## src/design/regs_lite_pkg.sv

```systemverilog
// Shared constants and types for the AXI4-Lite byte register file.
// Twelve bytes are mapped as three 32-bit chunks at byte addresses 0 to 11.
// Only address bits [3:0] are decoded; upper address bits are ignored.
package regs_lite_pkg;

  // Register file geometry.
  localparam int unsigned RegNumBytes  = 12;
  localparam int unsigned DataWidth    = 32;
  localparam int unsigned StrbWidth    = DataWidth / 8;
  localparam int unsigned NumChunks    = 3;
  localparam int unsigned AddrWidth    = 4;
  localparam int unsigned BusAddrWidth = 8;

  // Basic types.
  typedef logic [7:0]                     byte_t;
  typedef byte_t [RegNumBytes-1:0]        reg_bytes_t;
  typedef logic [RegNumBytes-1:0]         reg_mask_t;
  typedef logic [BusAddrWidth-1:0]        bus_addr_t;
  typedef logic [1:0]                     resp_t;

  // Bytes 1 and 4 to 7 reject AXI writes.
  // Chunk 1 is fully read-only, chunk 0 only partly.
  localparam reg_mask_t ReadOnlyMask = 12'h0F2;

  // Byte i resets to 8'h10 + i.
  localparam reg_bytes_t RegResetVal = 96'h1B1A1918_17161514_13121110;

  // Filler word returned by a rejected read.
  localparam logic [DataWidth-1:0] ReadErrData = 32'hBA5E1E55;

  // AXI response codes.
  localparam resp_t RespOkay   = 2'b00;
  localparam resp_t RespSlvErr = 2'b10;

  // One bus data word, seen whole or as four byte lanes.
  typedef union packed {
    logic [DataWidth-1:0]    word;
    byte_t [StrbWidth-1:0]   lanes;
  } bus_word_u;

  // Write path, master to slave.
  typedef struct packed {
    logic                   aw_valid;
    bus_addr_t              aw_addr;
    logic [2:0]             aw_prot;
    logic                   w_valid;
    bus_word_u              w_data;
    logic [StrbWidth-1:0]   w_strb;
    logic                   b_ready;
  } wr_req_t;

  // Write path, slave to master.
  typedef struct packed {
    logic                   aw_ready;
    logic                   w_ready;
    logic                   b_valid;
    resp_t                  b_resp;
  } wr_rsp_t;

  // Read path, master to slave.
  typedef struct packed {
    logic                   ar_valid;
    bus_addr_t              ar_addr;
    logic [2:0]             ar_prot;
    logic                   r_ready;
  } rd_req_t;

  // Read path, slave to master.
  typedef struct packed {
    logic                   ar_ready;
    logic                   r_valid;
    bus_word_u              r_data;
    resp_t                  r_resp;
  } rd_rsp_t;

  // Complete AXI4-Lite port.
  typedef struct packed {
    wr_req_t                wr;
    rd_req_t                rd;
  } axil_req_t;

  typedef struct packed {
    wr_rsp_t                wr;
    rd_rsp_t                rd;
  } axil_rsp_t;

endpackage

```

## src/design/regs_lite_write_ctrl.sv

```systemverilog
// Write controller. AW and W are accepted together in one cycle.
// Accesses with aw_prot[0] low or offsets 12 to 15 get SLVERR and write nothing.
// A permitted write stalls while any byte of its chunk is loaded from logic.
// The B response sits in a one-slot register until b_ready.
`timescale 1ns/10ps

module regs_lite_write_ctrl (
  input  logic                      clk_i,
  input  logic                      reset_i,
  input  regs_lite_pkg::wr_req_t    wr_req_i,
  output regs_lite_pkg::wr_rsp_t    wr_rsp_o,
  input  regs_lite_pkg::reg_mask_t  reg_load_i,
  output regs_lite_pkg::reg_mask_t  axi_wr_en_o,
  output regs_lite_pkg::reg_bytes_t axi_wr_data_o
);
  import regs_lite_pkg::*;

  // Decoded write address.
  logic [AddrWidth-1:0] aw_offs;
  logic [AddrWidth-1:0] aw_chunk;
  logic                 aw_in_range;
  logic                 aw_prot_ok;
  logic                 aw_permit;

  // Per-chunk status.
  logic [NumChunks-1:0] chunk_loaded;
  logic [NumChunks-1:0] chunk_ro;

  // Handshake and B slot.
  logic                 aw_stall;
  logic                 aw_hs;
  logic                 b_free;
  logic                 b_valid_q;
  resp_t                b_resp_d;
  resp_t                b_resp_q;

  // Only the low address bits select a byte.
  assign aw_offs     = wr_req_i.aw_addr[AddrWidth-1:0];
  assign aw_chunk    = aw_offs / AddrWidth'(StrbWidth);
  assign aw_in_range = (aw_offs < AddrWidth'(RegNumBytes));
  // Privileged access required.
  assign aw_prot_ok  = wr_req_i.aw_prot[0];
  assign aw_permit   = aw_in_range & aw_prot_ok;

  // A chunk is busy if any of its bytes is loaded.
  // It is fully read-only if every byte rejects AXI writes.
  always_comb begin
    for (int unsigned c = 0; c < NumChunks; c++) begin
      chunk_loaded[c] = |reg_load_i[c*StrbWidth +: StrbWidth];
      chunk_ro[c]     = &ReadOnlyMask[c*StrbWidth +: StrbWidth];
    end
  end

  // Stall and response code for the addressed chunk.
  // Rejected accesses never stall and always answer SLVERR.
  always_comb begin
    aw_stall = 1'b0;
    b_resp_d = RespSlvErr;
    for (int unsigned c = 0; c < NumChunks; c++) begin
      if (aw_permit && (aw_chunk == AddrWidth'(c))) begin
        aw_stall = chunk_loaded[c];
        b_resp_d = chunk_ro[c] ? RespSlvErr : RespOkay;
      end
    end
  end

  // Slot takes a new response when empty or draining.
  assign b_free = ~b_valid_q | wr_req_i.b_ready;
  assign aw_hs  = wr_req_i.aw_valid & wr_req_i.w_valid & b_free & ~aw_stall;

  // Byte enables and data spread onto the register positions.
  always_comb begin
    for (int unsigned i = 0; i < RegNumBytes; i++) begin
      axi_wr_data_o[i] = wr_req_i.w_data.lanes[i % StrbWidth];
      axi_wr_en_o[i]   = aw_hs & aw_permit
                       & (aw_chunk == AddrWidth'(i / StrbWidth))
                       & wr_req_i.w_strb[i % StrbWidth]
                       & ~ReadOnlyMask[i];
    end
  end

  // B slot valid.
  always_ff @(posedge clk_i) begin
    if (reset_i) begin
      b_valid_q <= 1'b0;
    end else if (aw_hs) begin
      b_valid_q <= 1'b1;
    end else if (wr_req_i.b_ready) begin
      b_valid_q <= 1'b0;
    end
  end

  // B slot payload, held stable until drained.
  always_ff @(posedge clk_i) begin
    if (aw_hs) begin
      b_resp_q <= b_resp_d;
    end
  end

  assign wr_rsp_o.aw_ready = aw_hs;
  assign wr_rsp_o.w_ready  = aw_hs;
  assign wr_rsp_o.b_valid  = b_valid_q;
  assign wr_rsp_o.b_resp   = b_resp_q;

endmodule

```

## src/design/regs_lite_read_ctrl.sv

```systemverilog
// Read controller. A read returns the whole addressed chunk.
// Rejected reads (ar_prot[0] low, offsets 12 to 15) return the filler word with SLVERR.
// Data is sampled at the AR handshake and held in a one-slot R register.
`timescale 1ns/10ps

module regs_lite_read_ctrl (
  input  logic                      clk_i,
  input  logic                      reset_i,
  input  regs_lite_pkg::rd_req_t    rd_req_i,
  output regs_lite_pkg::rd_rsp_t    rd_rsp_o,
  input  regs_lite_pkg::reg_bytes_t reg_q_i
);
  import regs_lite_pkg::*;

  // Decoded read address.
  logic [AddrWidth-1:0] ar_offs;
  logic [AddrWidth-1:0] ar_chunk;
  logic                 ar_permit;

  // Handshake and R slot.
  logic                 r_free;
  logic                 ar_hs;
  logic                 r_valid_q;
  bus_word_u            r_data_d;
  bus_word_u            r_data_q;
  resp_t                r_resp_d;
  resp_t                r_resp_q;

  assign ar_offs   = rd_req_i.ar_addr[AddrWidth-1:0];
  assign ar_chunk  = ar_offs / AddrWidth'(StrbWidth);
  // In range and privileged.
  assign ar_permit = (ar_offs < AddrWidth'(RegNumBytes)) & rd_req_i.ar_prot[0];

  // Chunk mux onto the byte lanes.
  // Default is the filler word with an error.
  always_comb begin
    r_data_d.word = ReadErrData;
    r_resp_d      = RespSlvErr;
    if (ar_permit) begin
      r_resp_d = RespOkay;
      for (int unsigned c = 0; c < NumChunks; c++) begin
        if (ar_chunk == AddrWidth'(c)) begin
          for (int unsigned i = 0; i < StrbWidth; i++) begin
            r_data_d.lanes[i] = reg_q_i[c*StrbWidth + i];
          end
        end
      end
    end
  end

  // Slot is free when empty or draining this cycle.
  assign r_free = ~r_valid_q | rd_req_i.r_ready;
  assign ar_hs  = rd_req_i.ar_valid & r_free;

  // R slot valid.
  always_ff @(posedge clk_i) begin
    if (reset_i) begin
      r_valid_q <= 1'b0;
    end else if (ar_hs) begin
      r_valid_q <= 1'b1;
    end else if (rd_req_i.r_ready) begin
      r_valid_q <= 1'b0;
    end
  end

  // R payload, loaded only on a new request.
  always_ff @(posedge clk_i) begin
    if (ar_hs) begin
      r_data_q <= r_data_d;
      r_resp_q <= r_resp_d;
    end
  end

  assign rd_rsp_o.ar_ready = r_free;
  assign rd_rsp_o.r_valid  = r_valid_q;
  assign rd_rsp_o.r_data   = r_data_q;
  assign rd_rsp_o.r_resp   = r_resp_q;

endmodule

```

## src/design/regs_lite_byte_array.sv

```systemverilog
// Twelve byte registers with individual reset values.
// A direct load wins over an AXI write to the same byte.
// Loads also reach read-only bytes; only AXI writes are masked.
`timescale 1ns/10ps

module regs_lite_byte_array (
  input  logic                      clk_i,
  input  logic                      reset_i,
  input  regs_lite_pkg::reg_mask_t  axi_wr_en_i,
  input  regs_lite_pkg::reg_bytes_t axi_wr_data_i,
  input  regs_lite_pkg::reg_mask_t  reg_load_i,
  input  regs_lite_pkg::reg_bytes_t reg_d_i,
  output regs_lite_pkg::reg_bytes_t reg_q_o
);
  import regs_lite_pkg::*;

  reg_bytes_t reg_q;
  reg_bytes_t reg_d;
  reg_mask_t  reg_update;

  // Select the source per byte.
  always_comb begin
    for (int unsigned i = 0; i < RegNumBytes; i++) begin
      // Load data has priority.
      if (reg_load_i[i]) begin
        reg_d[i] = reg_d_i[i];
      end else begin
        reg_d[i] = axi_wr_data_i[i];
      end
    end
  end

  assign reg_update = reg_load_i | axi_wr_en_i;

  // Byte registers.
  always_ff @(posedge clk_i) begin
    for (int unsigned i = 0; i < RegNumBytes; i++) begin
      if (reset_i) begin
        reg_q[i] <= RegResetVal[i];
      end else if (reg_update[i]) begin
        reg_q[i] <= reg_d[i];
      end
    end
  end

  assign reg_q_o = reg_q;

endmodule

```

## src/design/regs_lite_top.sv

```systemverilog
// AXI4-Lite register file, 12 bytes in three 32-bit chunks.
// Reads and writes have one cycle of latency through registered B and R slots.
// reg_load_i stalls AXI writes to the loaded chunk for as long as it is held.
`timescale 1ns/10ps

module regs_lite_top (
  input  logic                      clk_i,
  input  logic                      reset_i,
  input  regs_lite_pkg::axil_req_t  axil_req_i,
  output regs_lite_pkg::axil_rsp_t  axil_rsp_o,
  input  regs_lite_pkg::reg_bytes_t reg_d_i,
  input  regs_lite_pkg::reg_mask_t  reg_load_i,
  output regs_lite_pkg::reg_bytes_t reg_q_o
);
  import regs_lite_pkg::*;

  // Per-direction channel bundles.
  wr_req_t    wr_req;
  wr_rsp_t    wr_rsp;
  rd_req_t    rd_req;
  rd_rsp_t    rd_rsp;

  // Write controller to byte array.
  reg_mask_t  axi_wr_en;
  reg_bytes_t axi_wr_data;

  // Register state.
  reg_bytes_t reg_q;

  // Split the bus into its write and read halves.
  assign wr_req         = axil_req_i.wr;
  assign rd_req         = axil_req_i.rd;
  assign axil_rsp_o.wr  = wr_rsp;
  assign axil_rsp_o.rd  = rd_rsp;

  // AW, W and B.
  regs_lite_write_ctrl u_write_ctrl (
    .clk_i         (clk_i),
    .reset_i       (reset_i),
    .wr_req_i      (wr_req),
    .wr_rsp_o      (wr_rsp),
    .reg_load_i    (reg_load_i),
    .axi_wr_en_o   (axi_wr_en),
    .axi_wr_data_o (axi_wr_data)
  );

  // AR and R.
  regs_lite_read_ctrl u_read_ctrl (
    .clk_i    (clk_i),
    .reset_i  (reset_i),
    .rd_req_i (rd_req),
    .rd_rsp_o (rd_rsp),
    .reg_q_i  (reg_q)
  );

  // Register storage.
  regs_lite_byte_array u_byte_array (
    .clk_i         (clk_i),
    .reset_i       (reset_i),
    .axi_wr_en_i   (axi_wr_en),
    .axi_wr_data_i (axi_wr_data),
    .reg_load_i    (reg_load_i),
    .reg_d_i       (reg_d_i),
    .reg_q_o       (reg_q)
  );

  assign reg_q_o = reg_q;

endmodule

```

## config.mk

```make
export PLATFORM = sky130hd
export DESIGN_NAME = regs_lite_top
export DESIGN_NICKNAME = d
export VERILOG_FILES = /design/src/design/regs_lite_pkg.sv /design/src/design/regs_lite_write_ctrl.sv /design/src/design/regs_lite_read_ctrl.sv /design/src/design/regs_lite_byte_array.sv /design/src/design/regs_lite_top.sv
export SDC_FILE = /design/constraint.sdc
export NUM_CORES = 1
export LEC_CHECK = 0
export BUFFER_PORTS_ARGS = -buffer_cell sky130_fd_sc_hd__buf_2
export CORE_MARGIN = 5
export CORE_UTILIZATION = 47
export DETAILED_ROUTE_END_ITERATION = 10
export PLACE_DENSITY = 0.83
export SLEW_MARGIN = 20
export SYNTH_ARGS = -nofsm -noshare
export SYNTH_HDL_FRONTEND = slang
export SYNTH_SLANG_ARGS = --single-unit
```

## constraint.sdc

```tcl
create_clock -name clk_i -period 2.1 [get_ports clk_i]
set_input_delay 0.42 -clock clk_i [delete_from_list [all_inputs] [get_ports clk_i]]
set_output_delay 0.42 -clock clk_i [all_outputs]
set_load 0.01 [all_outputs]
```

==> results of run 1 <==
-- cell type report --
| type | instances | share of cell area, % |
|---|---|---|
| inverter | 11 | 0.4697 |
| clock inverter | 5 | 0.3985 |
| timing repair buffer | 332 | 20.38 |
| clock buffer | 27 | 6.220 |
| sequential | 132 | 33.93 |
| antenna | 2 | 0.05693 |
| multi-input combinational | 452 | 36.04 |
| tap | 176 | 2.505 |
-- timing repair --
item	CTS	global route
gates resized for setup	1	1
setup endpoints to repair	2	2
hold endpoints to repair	0	0
buffers inserted	1	2
hold buffers	0	0
-- synth_stat cells, types with 9 or more instances --
| library cell | instances |
|---|---|
| dfxtp_1 | 98 |
| nor2_1 | 77 |
| mux2i_1 | 49 |
| nor2b_1 | 49 |
| nor3_1 | 43 |
| clkbuf_1 | 37 |
| edfxtp_1 | 34 |
| nand2_1 | 34 |
| mux2_2 | 23 |
| o22ai_1 | 18 |
| a2111oi_2 | 17 |
| and2_1 | 17 |
| a211oi_1 | 16 |
| a2111oi_1 | 15 |
| nor3b_1 | 15 |
| a211o_1 | 14 |
| o21ai_0 | 14 |
| inv_1 | 11 |
| nor4_1 | 11 |
| buf_2 | 10 |
| or3_1 | 9 |
-- metrics by stage --
step	hold WS, ns	std cells	setup WS (ns)	utilization (%)
after floorplan	0.4891	658	0.1433	-
after global placement	0.4898	1100	0.1010	61.26
after detailed placement	0.5006	1100	0.08831	61.28
after CTS	0.1933	1133	0.01859	65.70
after global routing	0.2063	1137	0.02851	65.86
final	0.2167	1137	0.1474	65.86
-- worst min-delay path by stage --
stage	endpoint	cells after the start
after floorplan	u_read_ctrl.r_valid_q	2
after global placement	u_byte_array.reg_q_o[43]	2
after detailed placement	u_byte_array.reg_q_o[43]	2
after CTS	u_byte_array.reg_q_o[60]	2
after global routing	u_byte_array.reg_q_o[40]	2
final	u_byte_array.reg_q_o[34]	2
-- state kept, by name, summed over array words and instances (netlist names) --
| signal | flops |
|---|---|
| u_byte_array.reg_q_o | 96 |
| u_read_ctrl.r_valid_q | 1 |
| u_write_ctrl.b_valid_q | 1 |
| u_write_ctrl.b_resp_q | 1 |
| u_read_ctrl.r_resp_q | 1 |
| u_read_ctrl.r_data_q | 32 |
-- worst max-delay path, cell delays in order --
cell,delay [ns]
buf_2,0.13
nor4_1,0.27
buf_4,0.17
mux2i_1,0.09
a31oi_1,0.27
buf_2,0.19
-- per-layer routing --
layer  global-route usage [%]  vias up  share of wire, %
met3                    5.885       54               7.6
met2                    44.84      344                48
met4                    11.10        0               2.9
met1                    34.98     2991                41
li1                         -     2960                 -
met5                        0        -                 0
-- power by group through the flow --
stage	combinational (mW)	sequential, mW	clock [mW]
floorplan	0.479	3.00	0
global placement	1.02	2.95	0
detailed placement	1.04	2.96	0
CTS	1.05	2.91	2.89
global route	1.13	2.93	3.00
finish	1.05	2.91	2.86
-- kinds of logic (layout without fill, tap and decap cells) --
family | count (synthesis) | after routing | synth area share (%)
other | 1 | 4 | 0.05794
flip-flops | 132 | 132 | 46.09
AO/OA/AOI/OAI | 102 | 102 | 14.00
AND/OR/NAND/NOR | 276 | 276 | 23.16
buffers and inverters | 74 | 375 | 5.123
multiplexers | 72 | 72 | 11.58
==> summary.md, run 1 <==
| Metric | Value |
|---|---|
| Worst Path Arrival | `1.53 ns` |
| Most common cell after layout, fill and taps aside | `buf_2` |
| Final slew viol count | `0` |
| Max_cap viols | `0` |
| CTS Buf Count | `17` |
| Warnings from Yosys | `0` |
| Final Cell Area | `8791 um^2` |
| Largest net degree at the start of global routing | `37` |
| Minimum clock period | `1.953 ns` |
| Fill cells | `1099` |
| Required time of the critical path | `1.68 ns` |
| Commonest non-fill, non-tap cells in the layout | `290 x buf_2, 98 x dfxtp_1, 77 x nor2_1` |
| Post-synth top area share | `30.31%` |
| CP Launch Type | `input port` |
| CTS tree | `yes` |
| Tcrit/Tclk final | `92.98%` |
| Sequential fraction of design power | `42.7%` |
| Power per cell area | `775.4 nW/um^2` |
| R2R depth | `5` |
| FF+latch area | `2983 um^2` |
| RR Endpoint | `u_byte_array.reg_q_o[77]` |
| Top Ports | `310` |
| Initial antenna violation count | `2` |
| Synth cell types | `41` |
| Total grt overflow | `0` |
| Starting Density | `48.49%` |
| Multi-input logic area | `3168 um^2` |
| Slew headroom | `55.05%` |
| Drt first pass iters | `8` |
| Via count | `6349` |
| DP HPWL | `17460 um` |
| Residual DRC | `0` |
| Die Wd | `127.4 um` |
| Post-Synthesis Cells | `657` |
| Seq/Total Area, Yosys | `46.09%` |
| Critical Path End | `axil_rsp_o[39]` |
| Placed Instance Area | `8179 um^2` |
| Share of cells above drive strength 1 | `42.75%` |
| CTS clk-pin slew, worst paths | `0.05 ns` |
| Syn_area_per_cell | `9.852 um^2` |
| DR WL/cell | `19.98 um` |
| Overall routed net length | `22710 um` |
| Hold Path Origin | `reg_d_i[34]` |
| Cell area after synthesis | `6472 um^2` |
| Reg2Reg Setup Slack | `0.44 ns` |
| Area Overhead vs Synth | `35.82%` |
| Setup violations, final | `0` |
| Internal | `5.050 mW` |
| Post-DRT Antenna Nets | `0` |
| Max clock buf depth | `2` |
| Core area | `13350 um^2` |
| Synth top area cells | `dfxtp_1 30%, edfxtp_1 16%, mux2i_1 7.6%` |
| Combinational Power Share | `15.4%` |
| Worst Skew | `0.009489 ns` |
| Top cell type by total area after synthesis | `dfxtp_1` |
| IO buf count | `291` |
| Switching share of total power | `25.91%` |
| Worst Hold Class | `in -> reg` |
| CP Capture Type | `primary output` |
| Tot GR Track Use | `27.30%` |
| Power, Total | `6.817 mW` |
| Final #Nets | `1119` |
| Net Switching | `1.766 mW` |
| Setup TNS | `0 ns` |
| Row count | `42` |
| Worst-Margin Slew | `0.6712 ns` |
| Via-to-Cell Ratio | `5.584` |
| First-pass GRT wire length | `34270 um` |
| Fmax | `512.1 MHz` |
| RR Startpoint | `u_write_ctrl.b_valid_q` |
| EDFF count, synth | `34` |
| Die area | `16220 um^2` |
| Hold Vio Cnt, Final | `0` |
| Clock sink total | `132` |
| Outcome | `complete, no violations` |
| Crit path from | `reg_load_i[4]` |
| Most used DFF post-synth | `dfxtp_1` |
| Clk pwr share | `41.9%` |
| Gpl congestion | `0.9269` |
| Flops & latches, synth | `132` |
| Die Ht | `127.4 um` |
| H-Tree Depth | `4` |
| Asr flop ratio synth | `0%` |
| Number of global-route vias before repair | `6136` |
| 1st-iter DRT viols | `457` |
| VDD IR max | `0.0005494 V` |
| P_leak | `3.881 nW` |
| Skew-Pair Late Insertion Delay | `0.42 ns` |
| Peak fanout along the critical path | `3` |
| Crit path kind | `in -> out` |
| Root buf cell | `clkbuf_16` |
| RSZ-0062 raised after global routing | `no` |
Note: power is estimated with default switching activity, not from simulation.
==> run 2: changes to the inputs <==
GPL_TIMING_DRIVEN = 0   (was unset)
clock period = 2 ns   (was 2.1 ns; I/O delays follow)
==> run 2 against run 1 <==
Against the previous run:
- power grew 5.0%
- count of clock-buffer cells in the layout up 2
- non-clock buffer count up 28
- sequential share of layout area fell by 0.33 points
- sequential cell count unchanged
- final cell count up 2.5%
- global-route usage up 3.1 points
- critical path type is now in -> reg
- critical endpoint is now u_write_ctrl.b_resp_q[1]
- largest power group unchanged
==> summary.md, run 2 (synthesized netlist as in run 1, its figures left out) <==
| Metric | Value |
|---|---|
| Post-DRT Antenna Nets | `0 (unchanged)` |
| Power, Total | `7.156 mW (was 6.817 mW)` |
| Most common cell after layout, fill and taps aside | `buf_2 (unchanged)` |
| Gpl congestion | `0.9326 (was 0.9269)` |
| Power per cell area | `805.7 nW/um^2 (was 775.4 nW/um^2)` |
| Tot GR Track Use | `30.43% (was 27.30%)` |
| DR WL/cell | `22.08 um (was 19.98 um)` |
| Fill cells | `1137 (was 1099)` |
| Overall routed net length | `25720 um (was 22710 um)` |
| Crit path kind | `in -> reg (was in -> out)` |
| Worst Hold Class | `in -> reg (unchanged)` |
| Skew-Pair Late Insertion Delay | `0.42 ns (about the same)` |
| Cell family with most CP delay | `buffers and inverters (unchanged)` |
| Residual DRC | `0 (unchanged)` |
| Max reg flops | `96 (unchanged)` |
| Net Switching | `1.903 mW (was 1.766 mW)` |
| VDD IR max | `0.0005002 V (was 0.0005494 V)` |
| Minimum clock period | `1.978 ns` |
| Commonest non-fill, non-tap cells in the layout | `292 x buf_2, 97 x dfxtp_1, 77 x nor2_1 (was 290 x buf_2, 98 x dfxtp_1, 77 x nor2_1)` |
| Clock sink total | `132 (unchanged)` |
| Die Ht | `127.4 um (unchanged)` |
| Core area | `13350 um^2 (unchanged)` |
| Total grt overflow | `0 (unchanged)` |
| Die area | `16220 um^2 (unchanged)` |
| Starting Density | `48.49% (unchanged)` |
| Peak fanout along the critical path | `6 (was 3)` |
| Clk pwr share | `41.0% (was 41.9%)` |
| Via count | `6659 (was 6349)` |
| Placed Instance Area | `8144 um^2 (was 8179 um^2)` |
| Worst Skew | `0.01018 ns (was 0.009489 ns)` |
| WP buf/inv | `10 (was 3)` |
| R2R depth | `12 (was 5)` |
| Number of global-route vias before repair | `6506 (was 6136)` |
| IO buf count | `285 (was 291)` |
| Hold Path Origin | `reg_d_i[50] (was reg_d_i[34])` |
| Final #Nets | `1147 (was 1119)` |
| WHS Endpoint | `u_byte_array.reg_q_o[50] (was u_byte_array.reg_q_o[34])` |
| Outcome | `complete, no violations (unchanged)` |
| CTS tree | `yes (unchanged)` |
| CTS Buf Count | `17 (unchanged)` |
| Slowest stage delay, CP | `0.24 ns (was 0.27 ns)` |
| Tcrit/Tclk final | `98.91%` |
| DP HPWL | `19440 um (was 17460 um)` |
| Final slew viol count | `0 (unchanged)` |
| CP Capture Type | `flip-flop (was primary output)` |
| Worst path most repeated cell | `buf_4 (was buf_2)` |
| Initial antenna violation count | `2 (unchanged)` |
| CP Launch Type | `input port (unchanged)` |
| Root buf cell | `clkbuf_16 (unchanged)` |
| Die Wd | `127.4 um (unchanged)` |
| Internal | `5.252 mW (was 5.050 mW)` |
| Largest net degree at the start of global routing | `31 (was 37)` |
| Fmax | `505.5 MHz` |
| Crit-path cells | `buf_2 > nor2b_2 > inv_1 > o31ai_4 > a31oi_4 > buf_6 > buf_4 > buf_4 > buf_4 > buf_4 > buf_4 > buf_4 > buf_6 (was buf_2 > nor4_1 > buf_4 > mux2i_1 > a31oi_1 > buf_2)` |
| Required time of the critical path | `2.20 ns (was 1.68 ns)` |
| Worst hold slack | `0.1856 ns (was 0.2167 ns)` |
| Slew headroom | `37.08% (was 55.05%)` |
| Max_cap viols | `0 (unchanged)` |
| Row count | `42 (unchanged)` |
| Combinational Power Share | `16.2% (was 15.4%)` |
| Final Core Density | `66.54% (was 65.86%)` |
| Worst Path Arrival | `2.18 ns (was 1.53 ns)` |
| RR Endpoint | `u_write_ctrl.b_resp_q[1] (was u_byte_array.reg_q_o[77])` |
| Sequential fraction of design power | `42.8% (was 42.7%)` |
| Top Ports | `310 (unchanged)` |
| Hold Buf Count CTS | `0 (unchanged)` |
| First-pass GRT wire length | `37360 um (was 34270 um)` |
| Drt first pass iters | `5 (was 8)` |
| RR Startpoint | `u_write_ctrl.b_valid_q (unchanged)` |
| Final Cell Area | `8881 um^2 (was 8791 um^2)` |
| 1st-iter DRT viols | `551 (was 457)` |
| Via-to-Cell Ratio | `5.716 (was 5.584)` |
| H-Tree Depth | `4 (unchanged)` |
| P_leak | `3.864 nW (was 3.881 nW)` |
| Hold Path Cell Cnt | `2 (unchanged)` |
| Crit path from | `axil_req_i[51] (was reg_load_i[4])` |
| CTS clk-pin slew, worst paths | `0.06 ns (was 0.05 ns)` |
| Hold Vio Cnt, Final | `0 (unchanged)` |
| Share of cells above drive strength 1 | `40.93% (was 42.75%)` |
| Worst-Margin Slew | `0.9438 ns (was 0.6712 ns)` |
| RSZ-0062 raised after global routing | `yes (was no)` |
| Setup violations, final | `0 (unchanged)` |
| Area Overhead vs Synth | `37.21% (was 35.82%)` |
| CP max-delay cell | `o31ai_4 (was nor4_1)` |
| Reg2Reg Setup Slack | `0.10 ns (was 0.44 ns)` |
| Switching share of total power | `26.60% (was 25.91%)` |
| Max clock buf depth | `2 (unchanged)` |
-- run 2: cell types whose count changed in the layout (fill, tap and decap cells not counted), sizes merged --
cell	change
clkbuf	+39
buf	-9
clkinv	-3
clkinvlp	+1
-- run 2: how the worst max path moves through the flow --
stage | end | cells after the start
finish | u_write_ctrl.b_resp_q[1] | 13
global route | u_write_ctrl.b_resp_q[1] | 13
CTS | axil_rsp_o[39] | 8
detailed placement | u_byte_array.reg_q_o[54] | 5
global placement | u_byte_array.reg_q_o[54] | 5
floorplan | axil_rsp_o[39] | 7
-- run 2: power by group through the flow --
stage | Clock [mW] | Combinational (mW) | Sequential (mW)
after floorplan | 0 | 0.503 | 3.15
after global placement | 0 | 1.08 | 3.10
after detailed placement | 0 | 1.10 | 3.11
after CTS | 2.94 | 1.14 | 3.05
after global routing | 3.08 | 1.24 | 3.08
final | 2.94 | 1.16 | 3.06
-- run 2: layout make-up --
type	count	area [um^2]	share of cell area, %
Antenna cell	2	5.005	0.05635
Buffer	61	290.3	3.269
Clock buffer	29	540.5	6.086
Clock inverter	3	20.02	0.2254
Inverter	11	41.29	0.4649
Multi-Input combinational cell	452	3216	36.21
Sequential cell	132	2984	33.60
Tap cell	176	220.2	2.480
Timing Repair Buffer	299	1564	17.61
-- run 2: per-layer routing --
layer  vias up  GRT usage (%)  wire, um
met1      3144          37.75     10010
met2       413          50.54     12380
met3        70          5.801      2228
li1       3032              -         -
met4         0          15.39      1101
met5         -              0         0
-- run 2: per-stage QoR --
stage	worst slack [ns]	TNS, ns	std cells
floorplan	0.08329	0	658
global placement	-0.4627	-22.33	1119
global route	-0.04621	-0.06048	1165
detailed placement	-0.4937	-18.34	1120
CTS	-0.04301	-0.1246	1164
finish	0.02173	0	1165
-- run 2: what timing repair did --
item	CTS	global route
resized for setup	17	9
endpoints found under the hold margin	0	0
setup endpoints to repair	13	10
gates cloned	0	0
pin swaps	1	2
setup buffers	12	1
